**src/runner_macros.svh**
```systemverilog
`ifndef RUNNER_MACROS_SVH
`define RUNNER_MACROS_SVH

// obstacle word: 3 bit kind, 2 bit lane, depth of the obstacle's far end
`define OBS_WIDTH        16
`define DEPTH_WIDTH      11

// player state widths
`define HEIGHT_WIDTH     16    // signed
`define SCORE_WIDTH      16

// vertical geometry, in height units
`define GROUND           (-128) // floor level, no train car underneath
`define LOW_CLEAR        64     // clearance over ground that gets past a low barrier

`define NUM_LANES        3

// frame pacing in clk_render cycles
`define MIN_FRAME_CYCLES 128
`define LAG_UNIT         16     // extra cycles per step of frame_lag

// obstacle buffer
`define FIFO_DEPTH       16

`endif

```
**src/runner_pkg.sv**
```systemverilog
`default_nettype none

`include "runner_macros.svh"

package runner_pkg;

    // kinds above OBS_TRAIN are scenery
    typedef enum logic [2:0] {
        OBS_LOW   = 3'd0,   // barrier, jump over it
        OBS_HIGH  = 3'd1,   // overhead bar, duck under it
        OBS_TRAIN = 3'd2    // no way past
    } obstacle_kind_e;

    typedef struct packed {
        obstacle_kind_e           kind;
        logic [1:0]               lane;
        logic [`DEPTH_WIDTH-1:0]  depth; // end of the obstacle, 0 is the first row
    } obstacle_t;

    // pending rising edges, bit order matches the button bus
    typedef struct packed {
        logic left;
        logic duck;
        logic jump;
        logic right;
    } controls_t;

    typedef struct packed {
        logic [5:0] gravity;        // velocity lost per frame, 128ths
        logic [7:0] duck_limit;     // frames a duck lasts
        logic [9:0] vertical_jump;  // launch velocity, 128ths
    } physics_t;

    // faster games get shorter ducks and snappier jumps
    function automatic physics_t speed_physics(input logic [3:0] speed);
        physics_t p;
        if (speed[3]) begin
            p = '{gravity: 6'd60, duck_limit: 8'd16, vertical_jump: 10'd360};
        end else if (speed[2]) begin
            p = '{gravity: 6'd15, duck_limit: 8'd32, vertical_jump: 10'd470};
        end else if (speed[1]) begin
            p = '{gravity: 6'd4, duck_limit: 8'd64, vertical_jump: 10'd220};
        end else if (speed[0]) begin
            p = '{gravity: 6'd1, duck_limit: 8'd128, vertical_jump: 10'd108};
        end else begin
            p = '0; // stopped game, nothing moves
        end
        return p;
    endfunction

endpackage

`default_nettype wire

```
**src/frame_sequencer.sv**
```systemverilog
`timescale 1ns/1ps
`default_nettype none

`include "runner_macros.svh"

// paces the game: one new_frame pulse per frame period
module frame_sequencer (
    input  wire        clk_render,
    input  wire        rst_n,
    input  wire  [7:0] frame_lag,   // slows the game down in LAG_UNIT steps
    output logic       new_frame
);

    // longest period is with frame_lag at 255
    localparam int MAX_PERIOD = `MIN_FRAME_CYCLES + 255 * `LAG_UNIT;
    localparam int CNT_W      = $clog2(MAX_PERIOD + 1);

    logic [CNT_W-1:0] cycle_cnt;
    logic [CNT_W-1:0] period;       // length of the frame in progress
    logic [CNT_W-1:0] next_period;
    logic             frame_end;

    assign next_period = CNT_W'(`MIN_FRAME_CYCLES)
                       + CNT_W'(frame_lag) * CNT_W'(`LAG_UNIT);

    // last cycle of the current frame
    assign frame_end = (cycle_cnt == period - 1'b1);

    always_ff @(posedge clk_render or negedge rst_n) begin
        if (!rst_n) begin
            cycle_cnt <= '0;
            period    <= CNT_W'(`MIN_FRAME_CYCLES); // first frame has no lag
            new_frame <= 1'b0;
        end else begin
            new_frame <= frame_end;                // registered, exactly one cycle wide
            if (frame_end) begin
                cycle_cnt <= '0;
            end else begin
                cycle_cnt <= cycle_cnt + 1'b1;
            end
            // lag is taken while the pulse is out, counter already restarted
            if (new_frame) begin
                period <= next_period;
            end
        end
    end

endmodule

`default_nettype wire

```
**src/control_capture.sv**
```systemverilog
`timescale 1ns/1ps
`default_nettype none

// debounce the four buttons and keep each press until a frame consumes it
module control_capture #(
    parameter int DEBOUNCE_CYCLES = 100_000
) (
    input  wire                    clk_render,
    input  wire                    rst_n,
    input  wire  [3:0]             btn,        // left, duck, jump, right
    input  wire                    new_frame,
    output runner_pkg::controls_t  controls    // held rising edges
);

    import runner_pkg::*;

    localparam int CNT_W = $clog2(DEBOUNCE_CYCLES + 1);

    logic [3:0] clean;     // debounced levels
    logic [3:0] clean_q;   // clean levels one cycle back
    logic [3:0] rise;

    for (genvar i = 0; i < 4; i++) begin : g_debounce
        logic [CNT_W-1:0] stable_cnt;  // cycles the raw level has disagreed with clean
        logic             clean_bit;

        always_ff @(posedge clk_render or negedge rst_n) begin
            if (!rst_n) begin
                stable_cnt <= '0;
                clean_bit  <= 1'b0;
            end else if (btn[i] == clean_bit) begin
                stable_cnt <= '0;                  // bounce back, start over
            end else if (stable_cnt == CNT_W'(DEBOUNCE_CYCLES - 1)) begin
                stable_cnt <= '0;
                clean_bit  <= btn[i];              // new level has held long enough
            end else begin
                stable_cnt <= stable_cnt + 1'b1;
            end
        end

        assign clean[i] = clean_bit;
    end

    assign rise = clean & ~clean_q;

    always_ff @(posedge clk_render or negedge rst_n) begin
        if (!rst_n) begin
            clean_q  <= '0;
            controls <= '0;
        end else begin
            clean_q <= clean;
            if (new_frame) begin
                // frame just read the held edges, an edge arriving now waits for the next one
                controls <= controls_t'(rise);
            end else begin
                controls <= controls_t'(controls | rise);
            end
        end
    end

endmodule

`default_nettype wire

```
**src/obstacle_fifo.sv**
```systemverilog
`timescale 1ns/1ps
`default_nettype none

`include "runner_macros.svh"

// synchronous fifo, head word shown combinationally while not empty
module obstacle_fifo #(
    parameter type payload_t = logic [`OBS_WIDTH-1:0],
    parameter int  DEPTH     = `FIFO_DEPTH
) (
    input  wire           clk_render,
    input  wire           rst_n,
    input  wire           push,
    input  wire payload_t push_data,
    input  wire           pop,
    output payload_t      pop_data,
    output logic          empty
);

    localparam int PTR_W = (DEPTH > 1) ? $clog2(DEPTH) : 1;
    localparam int CNT_W = $clog2(DEPTH + 1);

    payload_t         mem [DEPTH];
    logic [PTR_W-1:0] wr_ptr;
    logic [PTR_W-1:0] rd_ptr;
    logic [CNT_W-1:0] count;     // words stored
    logic             full;
    logic             do_push;
    logic             do_pop;

    // wraps for any depth, not just powers of two
    function automatic logic [PTR_W-1:0] ptr_inc(input logic [PTR_W-1:0] p);
        return (p == PTR_W'(DEPTH - 1)) ? '0 : p + 1'b1;
    endfunction

    assign full     = (count == CNT_W'(DEPTH));
    assign empty    = (count == '0);
    assign do_push  = push && !full;   // overflow word is lost
    assign do_pop   = pop && !empty;
    assign pop_data = mem[rd_ptr];

    always_ff @(posedge clk_render) begin
        if (do_push) begin
            mem[wr_ptr] <= push_data;
        end
    end

    always_ff @(posedge clk_render or negedge rst_n) begin
        if (!rst_n) begin
            wr_ptr <= '0;
            rd_ptr <= '0;
            count  <= '0;
        end else begin
            if (do_push) wr_ptr <= ptr_inc(wr_ptr);
            if (do_pop)  rd_ptr <= ptr_inc(rd_ptr);
            case ({do_push, do_pop})
                2'b10:   count <= count + 1'b1;
                2'b01:   count <= count - 1'b1;
                default: count <= count;       // both or neither
            endcase
        end
    end

    // consumer must watch empty
    a_no_pop_empty: assert property (
        @(posedge clk_render) disable iff (!rst_n) pop |-> !empty
    ) else $error("obstacle_fifo: pop while empty");

    // no back-pressure toward the source, so a full buffer means a lost obstacle
    a_no_push_full: assert property (
        @(posedge clk_render) disable iff (!rst_n) push |-> !full
    ) else $error("obstacle_fifo: push into full buffer, word dropped");

endmodule

`default_nettype wire

```
**src/runner_game.sv**
```systemverilog
`timescale 1ns/1ps
`default_nettype none

`include "runner_macros.svh"

// player state, per-frame physics and collision against buffered obstacles
module runner_game (
    input  wire                              clk_render,
    input  wire                              rst_n,
    input  wire                              new_frame,
    input  wire  runner_pkg::controls_t      controls,
    input  wire  [3:0]                       speed,
    input  wire  runner_pkg::obstacle_t      pop_data,
    input  wire                              empty,
    output logic                             pop,
    output logic                             game_over,
    output logic [1:0]                       player_lane,
    output logic signed [`HEIGHT_WIDTH-1:0]  player_height,
    output logic [`SCORE_WIDTH-1:0]          player_score,
    output logic                             ducking
);

    import runner_pkg::*;

    localparam logic [1:0] LANE_MAX = 2'(`NUM_LANES - 1);
    localparam logic signed [`HEIGHT_WIDTH-1:0] GROUND_H  = `HEIGHT_WIDTH'(`GROUND);
    localparam logic signed [`HEIGHT_WIDTH-1:0] LOW_LIMIT = `HEIGHT_WIDTH'(`GROUND + `LOW_CLEAR);

    physics_t                        phys;
    logic signed [`HEIGHT_WIDTH-1:0] velocity;     // 128ths of a height unit per frame
    logic [7:0]                      duck_timer;   // frames of duck left
    logic [7:0]                      duck_next;
    logic [1:0]                      lane_next;
    logic signed [`HEIGHT_WIDTH-1:0] vel_start;
    logic signed [`HEIGHT_WIDTH-1:0] vel_step;
    logic signed [`HEIGHT_WIDTH-1:0] height_step;
    logic                            landed;
    logic                            hit;

    assign phys    = speed_physics(speed);
    assign ducking = (duck_timer != '0);
    assign pop     = !empty && !new_frame;      // drain every cycle except the frame update cycle

    // opposite presses cancel the lane change
    always_comb begin
        lane_next = player_lane;
        if (controls.left && !controls.right && player_lane != 2'd0) begin
            lane_next = player_lane - 1'b1;
        end else if (controls.right && !controls.left && player_lane != LANE_MAX) begin
            lane_next = player_lane + 1'b1;
        end
    end

    // a new duck restarts the timer
    assign duck_next = controls.duck ? phys.duck_limit
                     : (duck_timer != '0) ? duck_timer - 1'b1 : 8'd0;

    always_comb begin
        // jump only from the floor
        vel_start = (controls.jump && player_height == GROUND_H)
                  ? $signed(`HEIGHT_WIDTH'(phys.vertical_jump)) : velocity;
        height_step = player_height + (vel_start >>> 7);
        vel_step    = vel_start - $signed(`HEIGHT_WIDTH'(phys.gravity));
        landed      = (height_step <= GROUND_H);
    end

    // only the first row can touch the player
    always_comb begin
        hit = 1'b0;
        if (pop && pop_data.depth == '0 && pop_data.lane == player_lane) begin
            case (pop_data.kind)
                OBS_TRAIN: hit = 1'b1;
                OBS_HIGH:  hit = !ducking;
                OBS_LOW:   hit = (player_height < LOW_LIMIT); // not high enough yet
                default:   hit = 1'b0;                        // scenery
            endcase
        end
    end

    always_ff @(posedge clk_render or negedge rst_n) begin
        if (!rst_n) begin
            game_over     <= 1'b0;
            player_lane   <= 2'd1;        // middle lane
            player_height <= GROUND_H;
            velocity      <= '0;
            player_score  <= '0;
            duck_timer    <= '0;
        end else if (!game_over) begin
            if (new_frame) begin
                player_score  <= player_score + `SCORE_WIDTH'(speed);
                player_lane   <= lane_next;
                duck_timer    <= duck_next;
                player_height <= landed ? GROUND_H : height_step;
                velocity      <= landed ? '0 : vel_step;
            end
            if (hit) begin
                game_over <= 1'b1;      // pop never shares a cycle with new_frame
            end
        end
    end

    a_lane_range: assert property (
        @(posedge clk_render) disable iff (!rst_n) player_lane <= LANE_MAX
    ) else $error("runner_game: lane out of range");

endmodule

`default_nettype wire

```
**src/runner_core.sv**
```systemverilog
`timescale 1ns/1ps
`default_nettype none

`include "runner_macros.svh"

// game core: frame pacing, button capture, obstacle buffer and game logic
module runner_core #(
    parameter int DEBOUNCE_CYCLES = 100_000
) (
    input  wire                              clk_render,
    input  wire                              rst_n,
    input  wire  [3:0]                       btn,            // left, duck, jump, right
    input  wire  [3:0]                       speed,
    input  wire  [7:0]                       frame_lag,
    input  wire  runner_pkg::obstacle_t      obstacle,
    input  wire                              obstacle_valid,
    output logic                             new_frame,
    output logic                             game_over,
    output logic [1:0]                       player_lane,
    output logic signed [`HEIGHT_WIDTH-1:0]  player_height,
    output logic [`SCORE_WIDTH-1:0]          player_score,
    output logic                             ducking
);

    import runner_pkg::*;

    controls_t controls;     // edges waiting for the next frame
    obstacle_t fifo_head;
    logic      fifo_empty;
    logic      fifo_pop;

    frame_sequencer frame_sequencer_i (
        .clk_render (clk_render),
        .rst_n      (rst_n),
        .frame_lag  (frame_lag),
        .new_frame  (new_frame)
    );

    control_capture #(
        .DEBOUNCE_CYCLES (DEBOUNCE_CYCLES)
    ) control_capture_i (
        .clk_render (clk_render),
        .rst_n      (rst_n),
        .btn        (btn),
        .new_frame  (new_frame),
        .controls   (controls)
    );

    obstacle_fifo #(
        .payload_t (obstacle_t),
        .DEPTH     (`FIFO_DEPTH)
    ) obstacle_fifo_i (
        .clk_render (clk_render),
        .rst_n      (rst_n),
        .push       (obstacle_valid),   // source strobe, no ready back
        .push_data  (obstacle),
        .pop        (fifo_pop),
        .pop_data   (fifo_head),
        .empty      (fifo_empty)
    );

    runner_game runner_game_i (
        .clk_render    (clk_render),
        .rst_n         (rst_n),
        .new_frame     (new_frame),
        .controls      (controls),
        .speed         (speed),
        .pop_data      (fifo_head),
        .empty         (fifo_empty),
        .pop           (fifo_pop),
        .game_over     (game_over),
        .player_lane   (player_lane),
        .player_height (player_height),
        .player_score  (player_score),
        .ducking       (ducking)
    );

endmodule

`default_nettype wire

```
**config.mk**
```make
export PLATFORM = sky130hd
export DESIGN_NAME = runner_core
export DESIGN_NICKNAME = d
export VERILOG_FILES = /design/src/runner_pkg.sv /design/src/frame_sequencer.sv /design/src/control_capture.sv /design/src/obstacle_fifo.sv /design/src/runner_game.sv /design/src/runner_core.sv
export VERILOG_INCLUDE_DIRS = /design/src
export SDC_FILE = /design/constraint.sdc
export NUM_CORES = 1
export LEC_CHECK = 0
export BUFFER_PORTS_ARGS = -buffer_cell sky130_fd_sc_hd__buf_2
export CAP_MARGIN = 20
export CORE_ASPECT_RATIO = 0.5
export CORE_MARGIN = 2
export CORE_UTILIZATION = 67
export DETAILED_ROUTE_END_ITERATION = 6
export PLACE_DENSITY = 0.95
export SLEW_MARGIN = 20
export SYNTH_ARGS = -nofsm -noshare
export SYNTH_HDL_FRONTEND = slang
export SYNTH_SLANG_ARGS = --single-unit
```
**constraint.sdc**
```tcl
create_clock -name clk_render -period 7.4 [get_ports clk_render]
set_input_delay 0.37 -clock clk_render [delete_from_list [all_inputs] [get_ports clk_render]]
set_output_delay 0.37 -clock clk_render [all_outputs]
set_load 0.02 [all_outputs]
```
==> results by group <==
Layout
  • Finished Layout Cells: a little over 2000
  • Design area: between 20000 and 25000 µm²
  • Layout cell share with drive strength beyond 1: between 10% and 20%
  • NumNets Final: around 1700
  • Synthesis-to-finish area growth: 11.02%
  • Filler instances: between 1500 and 2000

Clock tree
  • Clk slew on worst S/H paths: around 0.070 ns
  • Setup Fix Bufs, Post-CTS: 0
  • Clk buf depth: 3
  • Clk_lat worst skew: between 0.5 and 0.6 ns
  • Hold-fix buffers, CTS: 1
  • Post_cts resized: 0
  • CTS tree: built
  • Sink Count: 431
  • CTS Buf Count: 37
  • H-Tree Depth: 2
  • CTS Root Cell: clkbuf_16

Yosys
  • Seq cells post-synth: about 430
  • Yosys top cell area share: about two fifths
  • Post-synthesis average cell area: 12.13 µm²
  • Mapped Area: roughly 19000 µm²
  • EDFF count, synth: roughly 260
  • Synth Warn #: 0
  • Async SR Flop Fraction: about 40%
  • Top-count cell post-synth: edfxtp_1
  • Yosys cell types: a little under 80
  • Synth Flop Type: edfxtp_1
  • Synth cell count leaders: edfxtp_1 (256), nor2_1 (167), dfrtp_1 (164)
  • Post-synthesis net count: between 1500 and 2000
  • Synth area leaders: edfxtp_1 (40%), dfrtp_1 (21%), xor2_1 (3.3%), nor2_1 (3.2%), xnor2_1 (2.9%)
  • Synth area leader: edfxtp_1
  • Cells after Synth: about 1600
  • Seq/Total Area, Yosys: 62.50%

Route
  • DRT Pass-1 Iters: 6
  • Antenna viol nets, final: 0
  • Met3 wire len: 3342 µm
  • Vias per inst: between 6 and 7
  • WL met2: ~22000 µm
  • Highest metal used: met4
  • Wire length per cell: about 21 µm
  • Initial DRC count: approximately 1500
  • M1 wire length: 17460 µm
  • Final wirelength: about 44000 µm
  • Vias: 13320
  • DRC viols: 0

Worst setup path
  • Critical path class: reg -> reg
  • Worst Path Max Fanout: 20
  • Critical path capture point type: flop
  • CP required: roughly 7.8 ns
  • WP data arrival: roughly 6.0 ns
  • Startpoint type of the worst setup path: flop

Place
  • Placed insts: roughly 2000
  • Port bufs: slightly above 70
  • Placement Cell Area: about 20000 µm²
  • Final HPWL DP: approximately 27000 µm
  • Pre-CTS WS: between 2 and 2.5 ns
  • Routability cong.: between 0.9 and 1

Timing
  • Worst-Margin Slew: between 0.9 and 1 ns
  • Final hold violation count: 0
  • Slew Limit Fails: 0
  • Final Cycle Share: approximately three quarters
  • Fmax: between 150 and 200 MHz
  • Post-Route Setup TNS: 0 ns
  • Max-slew headroom: between 30% and 40%
  • Clock skew after layout: 0.02863 ns
  • Setup violations, final: 0
  • Minimum clock period: ~5.6 ns
  • Worst setup slack after layout: ~1.8 ns
  • RSZ-0062 raised after global routing: false

Floorplan
  • Die Wd: around 240 µm
  • IO Count: slightly above 70
  • Core footprint: 28030 µm²
  • Die ar.: ~30000 µm²
  • Die span in y: about 120 µm
  • Row Count: 43
  • Initial core utilization: slightly below 70%

Global route
  • GRT Util Overall: between 20% and 30%
  • Largest net degree at the start of global routing: 106
  • Vias in the first global route: 12970
  • First-pass GRT wire length: about 70000 µm
  • Initial antenna violation count: 0
  • Overflow after GRT: 0

Power and ir drop
  • Final total power: roughly 5.8 mW
  • Peak VDD IR: around 0.22 mV
  • P_leak: ~8.3 nW
  • Cell Pwr Density: 271.8 nW/µm²

Run status
  • Outcome: completed

Min path
  • Hold crit path type: in -> reg

Run
  • Maxcap violations: 0
## path summary, 6_finish.rpt
check | slack [ns] | start | depth (start not counted) | endpoint
hold reg to reg | 0.45 | control_capture_i.g_debounce[3].clean_bit | 0 | control_capture_i.clean_q[3]
setup / recovery | 1.79 | runner_game_i.player_height[8] | 19 | runner_game_i.velocity[0]
setup reg to reg | 1.79 | runner_game_i.player_height[8] | 19 | runner_game_i.velocity[0]
min in group asynchronous | 0.53 | rst_n | 2 | runner_game_i.player_height[5]
max in group asynchronous | 5.36 | rst_n | 3 | control_capture_i.g_debounce[0].stable_cnt[5]
hold / removal | 0.03 | frame_lag[3] | 2 | frame_sequencer_i.period[7]
## placed cells by master (no fill, tap or decap), drive strengths merged, types with 13 or more instances in the layout
| cell | netlist | layout |
|---|---|---|
| nor4 | 44 | 44 |
| xor2 | 72 | 72 |
| clkbuf | 40 | 44 |
| a21oi | 65 | 65 |
| nand2b | 17 | 17 |
| and3 | 30 | 30 |
| nor3 | 45 | 45 |
| ha | 30 | 30 |
| buf | 25 | 97 |
| nand2 | 127 | 127 |
| mux2i | 18 | 18 |
| a31oi | 15 | 15 |
| mux4 | 15 | 15 |
| clkinv | 0 | 13 |
| o21ai | 73 | 73 |
| xnor2 | 63 | 63 |
| o22ai | 13 | 13 |
| nand4 | 18 | 18 |
| nand3 | 59 | 59 |
| dfrtp | 164 | 164 |
| inv | 53 | 54 |
| edfxtp | 256 | 256 |
| nor2 | 168 | 168 |
## power by group
part	leakage, nW	internal [mW]	switching, mW
Combinational	3.11	0.315	0.510
Sequential	4.52	2.74	0.118
Clock	0.650	1.27	0.888
## sequential cells by signal, indices dropped and copies added (netlist names), 5 cells and up
name,flops
control_capture_i.g_debounce.stable_cnt,68
frame_sequencer_i.cycle_cnt,13
frame_sequencer_i.period,9
obstacle_fifo_i.count,5
obstacle_fifo_i.mem,256
runner_game_i.duck_timer,8
runner_game_i.player_height,16
runner_game_i.player_score,16
runner_game_i.velocity,16
## per-stage QoR
stage                     util (%)  hold WS, ns
after floorplan                  -      0.07441
after global placement       71.74       0.4040
after detailed placement     71.74       0.4119
after CTS                    76.55      0.01213
after global routing         76.55      0.01749
final                        76.56      0.02570
## final cells by class
type                       instances  area (µm²)  area share (%)
tap                              382       478.0           2.227
clock buffer                      44       973.4           4.536
inverter                          53       198.9          0.9271
antenna                            1       2.502         0.01166
sequential                       431       12080           56.30
clock inverter                    23       365.4           1.703
timing repair buffer              98       566.8           2.641
multi-input combinational       1045        6793           31.65
## critical path, stage by stage, from the launching register on
cell and delay, ns:
dfstp_2 0.73, and4_1 0.34, and3_1 0.25, nand2_1 0.18, nor3_1 0.36, a21oi_1 0.13
inv_1 0.09, ha_1 0.18, inv_1 0.06, fa_1 0.42, o21bai_1 0.22, a31oi_1 0.40
o2111ai_1 0.26, nand3_1 0.23, mux2_2 0.39, xor2_1 0.15, a211oi_1 0.41, a211oi_2 0.14
buf_4 0.29, a211oi_2 0.27
## cells by family (layout without fill, tap and decap cells)
family | Yosys count | after routing | share of synthesized area, %
adder cells (fa/ha/maj) | 36 | 36 | 2.460
flip-flops | 431 | 431 | 62.50
AND/OR/NAND/NOR | 575 | 575 | 14.71
XOR/XNOR | 135 | 135 | 6.117
other | 0 | 1 | 0
buffers and inverters | 118 | 218 | 2.505
multiplexers | 39 | 39 | 3.029
AO/OA/AOI/OAI | 260 | 260 | 8.687
## layer usage
layer  GRT usage (%)  vias to the layer above
met5               0                        -
met2           51.83                      652
met1           38.11                     6567
met4           10.44                        0
li1                -                     5979
met3           4.956                      118
(Power assumes the default switching activity.)
